===== config.mk =====
export PLATFORM = sky130hd
export DESIGN_NAME = axi2wb_wr_bridge
export DESIGN_NICKNAME = d
export VERILOG_FILES = /design/src/hw/axi2wb_pkg.sv /design/src/hw/burst_evt_if.sv /design/src/hw/wr_burst_issuer.sv /design/src/hw/ack_tracker.sv /design/src/hw/bresp_queue.sv /design/src/hw/axi2wb_wr_bridge.sv
export SDC_FILE = /design/constraint.sdc
export NUM_CORES = 1
export LEC_CHECK = 0
export BUFFER_PORTS_ARGS = -buffer_cell sky130_fd_sc_hd__buf_4
export CORE_ASPECT_RATIO = 0.6
export CORE_MARGIN = 5
export CORE_UTILIZATION = 50
export CTS_CLUSTER_DIAMETER = 200
export DETAILED_ROUTE_END_ITERATION = 7
export PLACE_DENSITY = 0.82
export SYNTH_ARGS = -nofsm -noshare
export SYNTH_HDL_FRONTEND = slang
export SYNTH_SLANG_ARGS = --single-unit

===== constraint.sdc =====
create_clock -name S_AXI_ACLK -period 4.4 [get_ports S_AXI_ACLK]
set_clock_uncertainty 0.1 [all_clocks]
set_input_delay 0.44 -clock S_AXI_ACLK [delete_from_list [all_inputs] [get_ports S_AXI_ACLK]]
set_output_delay 0.44 -clock S_AXI_ACLK [all_outputs]
set_load 0.02 [all_outputs]

===== src/hw/axi2wb_pkg.sv =====
package axi2wb_pkg;

	////////////////////////////////////////
	// AXI side field types
	////////////////////////////////////////

	// AWLEN as seen on the bus, beats minus one
	typedef logic [7:0] burst_len_t;

	// Up to 256 beats left, so one bit wider than AWLEN
	typedef logic [8:0] beat_cnt_t;

	typedef logic [1:0] axi_resp_t;

	localparam axi_resp_t RESP_OKAY   = 2'b00;
	localparam axi_resp_t RESP_SLVERR = 2'b10;  // Bus error reported by WB

	////////////////////////////////////////
	// Issuer FSM
	////////////////////////////////////////

	// IDLE waits for AW plus first beat
	// BURST issues the remaining beats
	// DRAIN swallows beats after a bus error
	typedef enum logic [1:0]
	{
		IDLE,
		BURST,
		DRAIN
	} issuer_state_t;

endpackage


===== src/hw/burst_evt_if.sv =====
// Burst events from the issuer, seen by the ack tracker and the B queue
interface burst_evt_if #(
	parameter int ID_WIDTH = 4
) ();

	logic                   accept;      // AW and first beat taken
	axi2wb_pkg::burst_len_t len;         // Valid with accept
	logic [ID_WIDTH-1:0]    id;          // Valid with accept
	logic                   wlast_done;  // Final W beat taken

	// ID of a burst already in progress. A single-beat burst ends in its
	// own accept cycle and carries its ID on id instead
	logic [ID_WIDTH-1:0]    id_last;

	modport source (
		output accept,
		output len,
		output id,
		output wlast_done,
		output id_last
	);

	modport sink (
		input accept,
		input len,
		input id,
		input wlast_done,
		input id_last
	);

endinterface


===== src/hw/wr_burst_issuer.sv =====
module wr_burst_issuer #(
	parameter int ID_WIDTH   = 4,
	parameter int ADDR_WIDTH = 16,
	parameter int DATA_WIDTH = 32,
	localparam int LSBS      = $clog2(DATA_WIDTH / 8),
	localparam int WB_AW     = ADDR_WIDTH - LSBS
) (
	input  logic                    S_AXI_ACLK,
	input  logic                    S_AXI_ARESETN,
	input  logic                    i_awvalid,
	output logic                    o_awready,
	input  logic [ID_WIDTH-1:0]     i_awid,
	input  logic [ADDR_WIDTH-1:0]   i_awaddr,
	input  axi2wb_pkg::burst_len_t  i_awlen,
	input  logic                    i_wvalid,
	output logic                    o_wready,
	input  logic [DATA_WIDTH-1:0]   i_wdata,
	input  logic [DATA_WIDTH/8-1:0] i_wstrb,
	input  logic                    i_wlast,
	output logic                    o_wb_cyc,
	output logic                    o_wb_stb,
	output logic [WB_AW-1:0]        o_wb_addr,
	output logic [DATA_WIDTH-1:0]   o_wb_data,
	output logic [DATA_WIDTH/8-1:0] o_wb_sel,
	input  logic                    i_wb_stall,
	input  logic                    i_wb_err,
	input  logic                    i_err_state,
	input  logic                    i_acks_idle,
	input  logic                    i_full,
	output logic                    o_drain_busy,
	burst_evt_if.source             evt
);

	axi2wb_pkg::issuer_state_t state;
	axi2wb_pkg::burst_len_t    rem;     // W beats still to take
	logic [ID_WIDTH-1:0]       cur_id;
	logic                      wb_fail;
	logic                      req_free;
	logic                      can_accept;
	logic                      accept;
	logic                      w_fire;
	logic                      issue;
	logic                      beat_last;

	assign wb_fail  = o_wb_cyc && i_wb_err;
	assign req_free = !o_wb_stb || !i_wb_stall;  // Request slot can take a beat

	assign can_accept = (state == axi2wb_pkg::IDLE) && !i_full && !i_err_state
		&& !wb_fail && req_free;
	assign o_awready = can_accept && i_wvalid;
	assign accept    = i_awvalid && o_awready;

	always_comb
	begin
		case (state)
		axi2wb_pkg::IDLE:  o_wready = can_accept && i_awvalid;
		axi2wb_pkg::BURST: o_wready = req_free && !wb_fail;
		default:           o_wready = 1'b1;  // Drain, discard each beat
		endcase
	end

	assign w_fire    = i_wvalid && o_wready;
	assign issue     = w_fire && (state != axi2wb_pkg::DRAIN);
	assign beat_last = (state == axi2wb_pkg::IDLE) ? (i_awlen == '0) : (rem == 8'd1);

	assign o_drain_busy = (state == axi2wb_pkg::DRAIN);

	assign evt.accept     = accept;
	assign evt.len        = i_awlen;
	assign evt.id         = i_awid;
	assign evt.wlast_done = w_fire && beat_last;
	assign evt.id_last    = cur_id;

	////////////////////////////////////////
	// Burst FSM
	////////////////////////////////////////

	always_ff @(posedge S_AXI_ACLK)
	begin
		if (!S_AXI_ARESETN)
		begin
			state <= axi2wb_pkg::IDLE;
			rem   <= '0;
		end
		else
		begin
			case (state)
			axi2wb_pkg::IDLE:
				if (accept)
				begin
					rem <= i_awlen;
					if (i_awlen != '0)
						state <= axi2wb_pkg::BURST;
				end
			axi2wb_pkg::BURST:
				if (wb_fail)
					state <= axi2wb_pkg::DRAIN;  // Rest of the burst is dropped
				else if (w_fire)
				begin
					rem <= rem - 1'b1;
					if (rem == 8'd1)
						state <= axi2wb_pkg::IDLE;
				end
			default:
				if (w_fire)
				begin
					rem <= rem - 1'b1;
					if (rem == 8'd1)
						state <= axi2wb_pkg::IDLE;
				end
			endcase
		end
	end

	////////////////////////////////////////
	// Wishbone request
	////////////////////////////////////////

	always_ff @(posedge S_AXI_ACLK)
	begin
		if (accept)
		begin
			cur_id    <= i_awid;
			o_wb_addr <= i_awaddr[ADDR_WIDTH-1:LSBS];
		end
		else if (issue)
			o_wb_addr <= o_wb_addr + 1'b1;  // One bus word per beat
		if (issue)
		begin
			o_wb_data <= i_wdata;
			o_wb_sel  <= i_wstrb;
		end
	end

	always_ff @(posedge S_AXI_ACLK)
	begin
		if (!S_AXI_ARESETN || wb_fail)
		begin
			o_wb_cyc <= 1'b0;
			o_wb_stb <= 1'b0;
		end
		else
		begin
			if (issue)
				o_wb_stb <= 1'b1;
			else if (req_free)
				o_wb_stb <= 1'b0;
			if (accept)
				o_wb_cyc <= 1'b1;
			else if ((state == axi2wb_pkg::IDLE) && i_acks_idle)
				o_wb_cyc <= 1'b0;  // Last ack is in, nothing new
		end
	end

	a_req_stable: assert property (@(posedge S_AXI_ACLK) disable iff (!S_AXI_ARESETN)
		(o_wb_stb && i_wb_stall && !i_wb_err) |=>
			(o_wb_stb && $stable(o_wb_addr) && $stable(o_wb_data) && $stable(o_wb_sel)))
		else $error("WB request changed under stall");

	a_stb_cyc: assert property (@(posedge S_AXI_ACLK) disable iff (!S_AXI_ARESETN)
		o_wb_stb |-> o_wb_cyc)
		else $error("WB stb without cyc");

	// Beat count from AWLEN must agree with the master's WLAST
	a_wlast: assert property (@(posedge S_AXI_ACLK) disable iff (!S_AXI_ARESETN)
		w_fire |-> (i_wlast == beat_last))
		else $error("WLAST does not match AWLEN");

endmodule


===== src/hw/ack_tracker.sv =====
module ack_tracker #(
	parameter int LGFIFO = 3
) (
	input  logic     S_AXI_ACLK,
	input  logic     S_AXI_ARESETN,
	input  logic     i_wb_ack,
	input  logic     i_wb_err,
	input  logic     i_drain_busy,
	burst_evt_if.sink evt,
	output logic     o_err_state,
	output logic     o_acks_idle,
	output logic     o_stat_valid,
	output logic     o_stat_err
);

	localparam int DEPTH = 2 ** LGFIFO;

	axi2wb_pkg::burst_len_t len_mem [DEPTH];
	logic [LGFIFO-1:0]      wr_ptr;
	logic [LGFIFO-1:0]      rd_ptr;
	logic [LGFIFO:0]        fill;
	axi2wb_pkg::beat_cnt_t  cnt;
	axi2wb_pkg::beat_cnt_t  head_rem;   // Acks still owed by the head burst
	logic                   cnt_loaded;
	logic                   head_err;   // Sticky, head burst saw a bus error
	logic                   queued;
	logic                   ack_done;
	logic                   flush;
	logic                   pop;

	assign queued = (fill != '0);

	// Countdown starts from the queue entry until the first ack
	assign head_rem = cnt_loaded ? cnt : ({1'b0, len_mem[rd_ptr]} + 9'd1);

	assign ack_done = !o_err_state && i_wb_ack && queued && (head_rem == 9'd1);
	assign flush    = o_err_state && queued;  // One errored burst per cycle
	assign pop      = ack_done || flush;

	assign o_acks_idle = !queued || ((fill == 1) && ack_done);

	////////////////////////////////////////
	// Length queue
	////////////////////////////////////////

	always_ff @(posedge S_AXI_ACLK)
	begin
		if (evt.accept)
			len_mem[wr_ptr] <= evt.len;
	end

	always_ff @(posedge S_AXI_ACLK)
	begin
		if (!S_AXI_ARESETN)
		begin
			wr_ptr <= '0;
			rd_ptr <= '0;
			fill   <= '0;
		end
		else
		begin
			if (evt.accept)
				wr_ptr <= wr_ptr + 1'b1;
			if (pop)
				rd_ptr <= rd_ptr + 1'b1;
			case ({evt.accept, pop})
			2'b10:   fill <= fill + 1'b1;
			2'b01:   fill <= fill - 1'b1;
			default: fill <= fill;
			endcase
		end
	end

	always_ff @(posedge S_AXI_ACLK)
	begin
		if (!S_AXI_ARESETN || pop)
			cnt_loaded <= 1'b0;
		else if (!o_err_state && i_wb_ack && queued)
			cnt_loaded <= 1'b1;
	end

	always_ff @(posedge S_AXI_ACLK)
	begin
		if (!o_err_state && i_wb_ack && queued)
			cnt <= head_rem - 1'b1;
	end

	////////////////////////////////////////
	// Error handling and status
	////////////////////////////////////////

	always_ff @(posedge S_AXI_ACLK)
	begin
		if (!S_AXI_ARESETN)
		begin
			o_err_state <= 1'b0;
			head_err    <= 1'b0;
		end
		else
		begin
			if (i_wb_err)
				o_err_state <= 1'b1;
			else if (o_err_state && !queued && !i_drain_busy)
				o_err_state <= 1'b0;  // Flushed, and drained bursts are done
			if (i_wb_err)
				head_err <= 1'b1;
			else if (flush && (fill == 1))
				head_err <= 1'b0;
		end
	end

	always_ff @(posedge S_AXI_ACLK)
	begin
		if (!S_AXI_ARESETN)
			o_stat_valid <= 1'b0;
		else
			o_stat_valid <= pop;
	end

	always_ff @(posedge S_AXI_ACLK)
	begin
		if (pop)
			o_stat_err <= head_err;
	end

	// Every ack must answer a request of a queued burst
	a_ack_queued: assert property (@(posedge S_AXI_ACLK) disable iff (!S_AXI_ARESETN)
		(i_wb_ack && !o_err_state) |-> queued)
		else $error("WB ack with no burst queued");

endmodule


===== src/hw/bresp_queue.sv =====
module bresp_queue #(
	parameter int ID_WIDTH = 4,
	parameter int LGFIFO   = 3
) (
	input  logic                  S_AXI_ACLK,
	input  logic                  S_AXI_ARESETN,
	burst_evt_if.sink             evt,
	input  logic                  i_stat_valid,
	input  logic                  i_stat_err,
	output logic                  o_bvalid,
	input  logic                  i_bready,
	output logic [ID_WIDTH-1:0]   o_bid,
	output axi2wb_pkg::axi_resp_t o_bresp,
	output logic                  o_full
);

	localparam int DEPTH = 2 ** LGFIFO;

	logic [ID_WIDTH-1:0] id_mem [DEPTH];
	logic [DEPTH-1:0]    err_mem;
	logic [LGFIFO:0]     id_wr;
	logic [LGFIFO:0]     st_wr;
	logic [LGFIFO:0]     rd;           // Shared, both queues pop together
	logic [LGFIFO:0]     id_fill;
	logic [LGFIFO:0]     st_fill;
	logic [LGFIFO:0]     outstanding;  // Accepted bursts not yet answered
	logic [ID_WIDTH-1:0] push_id;
	logic                b_fire;

	assign push_id = evt.accept ? evt.id : evt.id_last;
	assign id_fill = id_wr - rd;
	assign st_fill = st_wr - rd;
	assign b_fire  = o_bvalid && i_bready;
	assign o_full  = outstanding[LGFIFO];

	always_ff @(posedge S_AXI_ACLK)
	begin
		if (evt.wlast_done)
			id_mem[id_wr[LGFIFO-1:0]] <= push_id;
		if (i_stat_valid)
			err_mem[st_wr[LGFIFO-1:0]] <= i_stat_err;
	end

	always_ff @(posedge S_AXI_ACLK)
	begin
		if (!S_AXI_ARESETN)
		begin
			id_wr <= '0;
			st_wr <= '0;
		end
		else
		begin
			if (evt.wlast_done)
				id_wr <= id_wr + 1'b1;
			if (i_stat_valid)
				st_wr <= st_wr + 1'b1;
		end
	end

	////////////////////////////////////////
	// B channel
	////////////////////////////////////////

	always_ff @(posedge S_AXI_ACLK)
	begin
		if (!S_AXI_ARESETN)
		begin
			o_bvalid <= 1'b0;
			rd       <= '0;
		end
		else if (b_fire)
		begin
			o_bvalid <= 1'b0;
			rd       <= rd + 1'b1;
		end
		else if ((id_fill != '0) && (st_fill != '0))
			o_bvalid <= 1'b1;
	end

	// Held while BVALID waits for BREADY
	always_ff @(posedge S_AXI_ACLK)
	begin
		if (!o_bvalid)
		begin
			o_bid   <= id_mem[rd[LGFIFO-1:0]];
			o_bresp <= err_mem[rd[LGFIFO-1:0]] ? axi2wb_pkg::RESP_SLVERR
				: axi2wb_pkg::RESP_OKAY;
		end
	end

	always_ff @(posedge S_AXI_ACLK)
	begin
		if (!S_AXI_ARESETN)
			outstanding <= '0;
		else
		begin
			case ({evt.accept, b_fire})
			2'b10:   outstanding <= outstanding + 1'b1;
			2'b01:   outstanding <= outstanding - 1'b1;
			default: outstanding <= outstanding;
			endcase
		end
	end

	// Issuer and tracker must respect the outstanding limit
	a_no_overflow: assert property (@(posedge S_AXI_ACLK) disable iff (!S_AXI_ARESETN)
		!((evt.wlast_done && id_fill[LGFIFO]) || (i_stat_valid && st_fill[LGFIFO])))
		else $error("B queue pushed while full");

endmodule


===== src/hw/axi2wb_wr_bridge.sv =====
module axi2wb_wr_bridge #(
	parameter int ID_WIDTH   = 4,
	parameter int ADDR_WIDTH = 16,  // Byte address
	parameter int DATA_WIDTH = 32,
	parameter int LGFIFO     = 3,
	localparam int WB_AW     = ADDR_WIDTH - $clog2(DATA_WIDTH / 8)
) (
	input  logic                    S_AXI_ACLK,
	input  logic                    S_AXI_ARESETN,
	input  logic                    i_awvalid,
	output logic                    o_awready,
	input  logic [ID_WIDTH-1:0]     i_awid,
	input  logic [ADDR_WIDTH-1:0]   i_awaddr,
	input  axi2wb_pkg::burst_len_t  i_awlen,
	input  logic                    i_wvalid,
	output logic                    o_wready,
	input  logic [DATA_WIDTH-1:0]   i_wdata,
	input  logic [DATA_WIDTH/8-1:0] i_wstrb,
	input  logic                    i_wlast,
	output logic                    o_bvalid,
	input  logic                    i_bready,
	output logic [ID_WIDTH-1:0]     o_bid,
	output axi2wb_pkg::axi_resp_t   o_bresp,
	output logic                    o_wb_cyc,
	output logic                    o_wb_stb,
	output logic [WB_AW-1:0]        o_wb_addr,
	output logic [DATA_WIDTH-1:0]   o_wb_data,
	output logic [DATA_WIDTH/8-1:0] o_wb_sel,
	input  logic                    i_wb_stall,
	input  logic                    i_wb_ack,
	input  logic                    i_wb_err
);

	logic err_state;
	logic acks_idle;
	logic stat_valid;
	logic stat_err;
	logic full;
	logic drain_busy;

	burst_evt_if #(.ID_WIDTH(ID_WIDTH)) evt ();

	wr_burst_issuer #(
		.ID_WIDTH  (ID_WIDTH),
		.ADDR_WIDTH(ADDR_WIDTH),
		.DATA_WIDTH(DATA_WIDTH)
	) issuer_i (
		.S_AXI_ACLK   (S_AXI_ACLK),
		.S_AXI_ARESETN(S_AXI_ARESETN),
		.i_awvalid    (i_awvalid),
		.o_awready    (o_awready),
		.i_awid       (i_awid),
		.i_awaddr     (i_awaddr),
		.i_awlen      (i_awlen),
		.i_wvalid     (i_wvalid),
		.o_wready     (o_wready),
		.i_wdata      (i_wdata),
		.i_wstrb      (i_wstrb),
		.i_wlast      (i_wlast),
		.o_wb_cyc     (o_wb_cyc),
		.o_wb_stb     (o_wb_stb),
		.o_wb_addr    (o_wb_addr),
		.o_wb_data    (o_wb_data),
		.o_wb_sel     (o_wb_sel),
		.i_wb_stall   (i_wb_stall),
		.i_wb_err     (i_wb_err),
		.i_err_state  (err_state),
		.i_acks_idle  (acks_idle),
		.i_full       (full),
		.o_drain_busy (drain_busy),
		.evt          (evt.source)
	);

	ack_tracker #(
		.LGFIFO(LGFIFO)
	) tracker_i (
		.S_AXI_ACLK   (S_AXI_ACLK),
		.S_AXI_ARESETN(S_AXI_ARESETN),
		.i_wb_ack     (i_wb_ack),
		.i_wb_err     (i_wb_err),
		.i_drain_busy (drain_busy),
		.evt          (evt.sink),
		.o_err_state  (err_state),
		.o_acks_idle  (acks_idle),
		.o_stat_valid (stat_valid),
		.o_stat_err   (stat_err)
	);

	bresp_queue #(
		.ID_WIDTH(ID_WIDTH),
		.LGFIFO  (LGFIFO)
	) bresp_i (
		.S_AXI_ACLK   (S_AXI_ACLK),
		.S_AXI_ARESETN(S_AXI_ARESETN),
		.evt          (evt.sink),
		.i_stat_valid (stat_valid),
		.i_stat_err   (stat_err),
		.o_bvalid     (o_bvalid),
		.i_bready     (i_bready),
		.o_bid        (o_bid),
		.o_bresp      (o_bresp),
		.o_full       (full)
	);

endmodule


== Yosys cells after proc, flatten, opt, wreduce, memory -nomap -nowiden ==
Memory sizes are Yosys's and may differ from the RTL's. A register that Yosys moved wholly into a read port is not among the register bits.
Cells that the tools add are included.

* Divide/modulo/power cells: 0
* Eq/ne operators: 13
* Shifts and indexed selects: 0
* Bitwise gates (word level): 1
* Magnitude comparators: 3
* Multipliers: 0
* $add $sub $neg: 15
* Reductions and logical operators: 54
* Multiplexer cells: 38

{| class="wikitable"
|+ Operators by type and width
! kind !! number
|-
| 2-to-1 mux 14 bit || 2
|-
| logical AND 1 bit || 24
|-
| 2-to-1 mux 8 bit || 3
|-
| adder 4 x 1 -> 4 bit, second input constant || 5
|-
| one-hot mux 4 bit (2 select lines) || 2
|-
| one-hot mux 8 bit (2 select lines) || 1
|-
| 2-to-1 mux 1 bit || 15
|-
| adder 14 x 1 -> 14 bit, second input constant || 1
|-
| nonzero test 2 bit || 7
|-
| 2-to-1 mux 2 bit || 6
|-
| nonzero test 4 bit || 3
|-
| adder 8 x 1 -> 9 bit, second input constant || 1
|-
| equality test 9 x 1 -> 1 bit, second input constant || 1
|-
| zero test 1 bit || 9
|-
| 2-to-1 mux 9 bit || 1
|-
| subtractor 9 x 1 -> 9 bit, second input constant || 1
|-
| bitwise mux 8 bit || 1
|-
| equality test 8 x 1 -> 1 bit, second input constant || 1
|-
| zero test 8 bit || 1
|-
| < comparator 3 x 4 -> 1 bit, second input constant || 2
|-
| nonzero test 8 bit || 1
|-
| subtractor 4 x 1 -> 4 bit, second input constant || 2
|-
| subtractor 4 bit || 2
|-
| subtractor 8 x 1 -> 8 bit, second input constant || 1
|-
| 18 further kinds || 31
|}

* Memory bits (read-only): 0
* Memories kept: 2
* Bits in writable memories: 96
* Latch bits: 0
* Flip-flop bits (word level): 117
* Word-level logic and storage cells: 150

{| class="wikitable"
|+ Memories
! memory !! depth !! width !! rd ports !! clocked after memory_dff !! write ports !! RTL line !! RTL
|-
| tracker_i.len_mem || 8 || 8 || 1 || 1 || 1 || ack_tracker.sv:18 || <nowiki>axi2wb_pkg::burst_len_t len_mem [DEPTH];</nowiki>
|-
| bresp_i.id_mem || 8 || 4 || 1 || 1 || 1 || bresp_queue.sv:19 || <nowiki>logic [ID_WIDTH-1:0] id_mem [DEPTH];</nowiki>
|}

== Longest topological paths before layout ==
* Depth after elaboration: 11
* Gate-level depth with buffers: 17
* Gate-level depth less buffers: 15

== Cells and area by module ==
A second synthesis with hierarchy kept.

* Cell total of the unflattened synthesis: 737
* Area, all modules: 10059.6 sq um

{| class="wikitable"
|+ By module, submodules not included
! module !! sequential area each (sq um) !! times used !! cells an instance !! area each (sq um)
|-
| ack_tracker || 2562.5 || 1 || 290 || 4301.6
|-
| wr_burst_issuer || 1861.8 || 1 || 238 || 2935.3
|-
| bresp_queue || 1691.6 || 1 || 209 || 2822.7
|}

== Worst setup path after synthesis ==
OpenSTA, ideal clock, no wires.

* Path kind: register to register
* From: reg with a tool-made name
* To: reg tracker_i.fill[2]
* Data arrival time: 3785 ps
* Setup time: 71 ps
* Buffers on the path: 2
* Setup slack: 444 ps
* Data required time: 4229 ps
* Cell stages (with the launch flop): 16
* Path through: dfxtp_1 buf_6 buf_6 mux4_2 mux2_2 ha_1 nand2_1 nor2_1 a211oi_1 nand4_1 a2111oi_4 a21oi_2 inv_1 ha_1 or3_1 a21oi_1

{| class="wikitable"
|+ RTL lines
! item !! RTL line !! RTL
|-
| end signal, assigned || ack_tracker.sv:67 || <nowiki>2'b10: fill <= fill + 1'b1;</nowiki>
|-
| end signal, assigned || ack_tracker.sv:68 || <nowiki>2'b01: fill <= fill - 1'b1;</nowiki>
|-
| end signal, assigned || ack_tracker.sv:69 || <nowiki>default: fill <= fill;</nowiki>
|-
| end, declared || ack_tracker.sv:21 || <nowiki>logic [LGFIFO:0] fill;</nowiki>
|}

==> flow_summary.ini <==
[status]
status = completed

[global_route]
grt_max_degree = 40
grt_pass1_vias = 6088
grt_remaining_overflow = 0
grt.total_usage = 0.189
antenna_found_initial = 0
grt_first_pass_wirelength_mm = 32.9

[timing]
hold_viol_final = 0
worstMarginPinSlew_ns = 0.998
clock.fmax_mhz = 243
slew_viol_final = 0
min_period_over_period = 0.936
slew_headroom = 0.333
fin_crit_ns = 4.12
fin_ws_ns = 0.281
setup_viol = 0

[placed_design]
place.gp.congestion = 0.790
dp_slack_ns = 0.217
numPortBuffers = 129
post-dp-hpwl_mm = 14.5

[critical_path]
crit_path_start_kind = flip-flop
rr_worst_depth = 15
worstPathRequired_ns = 4.70
crit_type = flip-flop to flip-flop
cp.arrival_ns = 4.42
cp-end-kind = flip-flop
worstPathMaxFanout = 9

[cells_and_area]
fin_util = 0.628
area_growth_pct = 22.0
finalNetCount = 948
diodes = 0
drive_gt1_frac = 0.259
seq_area_um2 = 6080
multi_input_area_um2 = 3150
final.fill_count = 1370

[detailed_routing]
drtIter0Drc = 510
via_per_inst = 5.56
drt_first_pass_iters = 5
wl_per_cell_um = 18.9
num_vias = 6145
drc = 0
final_antenna_net_count = 0
wl_mm = 20.9

[hold_path]
min_path_type = input pin to flip-flop
min_path_cells = 1

[power_and_ir_drop]
p_comb_frac = 0.128
switching_share = 0.241
p_clk_frac = 0.372
cell_internal_pwr_w = 0.00365
leakage_nw = 4.18
ir_drop_mv = 0.354
p_per_area_nw_per_um2 = 419
switchingPower_w = 0.00116
pwr-share-seq = 0.500

[synthesis]
ys.flop_type = edfxtp_1
syn_inst = 695
ys_ff_latch = 219
netlist_area_um2 = 9400
synth_edf_count = 169
synth_nets = 793
ys_types = 61
async_reset_ff_frac = 0
syn_avg_cell_area_um2 = 13.5
ys_seq_area_frac = 0.646
ys_warn_count = 0

[floorplanning]
rows = 38
die_h_um = 116
die-area_um2 = 21700
core-area_um2 = 18300
initial_core_util = 0.515
ios = 134
die_w_um = 187

[cts]
clk-insertion-delay-late_ns = 0.50
clk_pin_slew_ns = 0.06
cts_max_level = 1
clock-sinks = 219
ctsLongestPathBuffers = 3
cts_tree = yes
cts_made_buffers = 21
clk_root_buffer_cell = clkbuf_16

[job]
drv_cap = 0
## cells in the final DEF (no fill, tap or decap), drive strengths merged, types with 10 or more instances in the layout
cell type / netlist / final
nand3: 15 / 15
ha: 24 / 24
nand2: 68 / 68
inv: 21 / 23
edfxtp: 169 / 169
mux2i: 15 / 15
nand2b: 10 / 10
buf: 7 / 150
xnor2: 20 / 20
and2: 13 / 13
a21oi: 38 / 38
xor2: 18 / 18
nor2: 74 / 74
o21ai: 13 / 13
dfxtp: 50 / 50
mux4: 26 / 26
nor3: 14 / 14
clkbuf: 16 / 32
## layout make-up
cell class,count,area share
well taps,240,0.0262
repair buffers,155,0.103
clock buffers,32,0.0512
multi-input cells,429,0.275
flip-flops and latches,219,0.530
clock inverters,6,0.00764
inverters,24,0.00786
## sequential cells by signal, indices dropped and copies added, names as in the netlist, 8 cells and up, named ones only
signal,cells
bresp_i.err_mem,8
tracker_i.len_mem,64
tracker_i.cnt,9
issuer_i.rem,8
issuer_i.o_wb_addr,14
bresp_i.id_mem,32
issuer_i.o_wb_data,32
## through the flow
| step | TNS [ns] | hold WS [ns] | area [um^2] | power (W) | instances |
|---|---|---|---|---|---|
| floorplan | 0 | 0.302 | 9400 | 0.00282 | 695 |
| global placement | 0 | 0.321 | 10700 | 0.00302 | 1060 |
| detailed placement | 0 | 0.318 | 10700 | 0.00305 | 1060 |
| CTS | 0 | 0.00119 | 11400 | 0.00482 | 1098 |
| global route | -0.00283 | -0.00107 | 11500 | 0.00500 | 1105 |
| finish | 0 | 0.0137 | 11500 | 0.00481 | 1105 |
## synthesized netlist by cell type, types with 15 or more instances
cell | count | area share
nand3_1 | 15 | 0.0080
a21oi_1 | 37 | 0.020
clkbuf_1 | 16 | 0.0064
ha_1 | 24 | 0.032
xnor2_1 | 20 | 0.019
edfxtp_1 | 169 | 0.54
dfxtp_1 | 50 | 0.11
nand2_1 | 68 | 0.027
mux4_2 | 26 | 0.062
nor2_1 | 74 | 0.030
xor2_1 | 18 | 0.017
inv_1 | 21 | 0.0084
## timing repair
action,in CTS,in global routing
resized for setup,0,3
setup buffers,0,2
hold buffers,0,5
endpoints found under the hold margin,0,5
endpoints found under the setup margin,0,2
## logic make-up (layout without fill, tap and decap cells)
logic type | Yosys count | after routing | synth area share
simple gates | 231 | 231 | 0.115
flops | 219 | 219 | 0.646
compound gates | 88 | 88 | 0.0635
buf+inv | 47 | 217 | 0.0210
mux | 46 | 46 | 0.0846
xor+xnor | 38 | 38 | 0.0354
fa+ha+maj | 25 | 25 | 0.0341
other cells | 1 | 1 | 0.000399
## final timing paths
path	from	to	slack, ns
setup / recovery	flip-flop	tracker_i.fill[2]	0.28
hold reg to reg	tracker_i.head_err	tracker_i.o_stat_err	0.34
hold / removal	i_wdata[28]	issuer_i.o_wb_data[28]	0.01
setup reg to reg	flip-flop	tracker_i.fill[2]	0.28
## per-layer routing
layer / GRT usage / wire (um) / up-vias
met5: 0 / 0 / -
met4: 0.0433 / 395 / 0
met3: 0.0559 / 1800 / 35
met2: 0.290 / 9200 / 231
met1: 0.272 / 9530 / 2996
li1: - / - / 2883
## critical path: stages (launching register included)
cell and delay (ns):
dfxtp_1 0.30, buf_4 0.19, mux4_2 0.36, mux2_2 0.20, ha_1 0.25, inv_1 0.07
or4_1 0.51, a31oi_1 0.34, nand2_1 0.20, a2111oi_4 0.29, buf_4 0.20, a21oi_4 0.07
inv_1 0.11, ha_1 0.29, or3_1 0.38, a21oi_1 0.14
## power groups by stage
stage	sequential, W	combinational, W	clock, W
5_1_grt	0.00241	0.000673	0.00192
4_1_cts	0.00240	0.000607	0.00182
2_1_floorplan	0.00247	0.000347	0
3_5_place_dp	0.00245	0.000600	0
3_3_place_gp	0.00244	0.000580	0
6_report	0.00240	0.000615	0.00179
No activity file was read; power rests on OpenSTA's default activity.
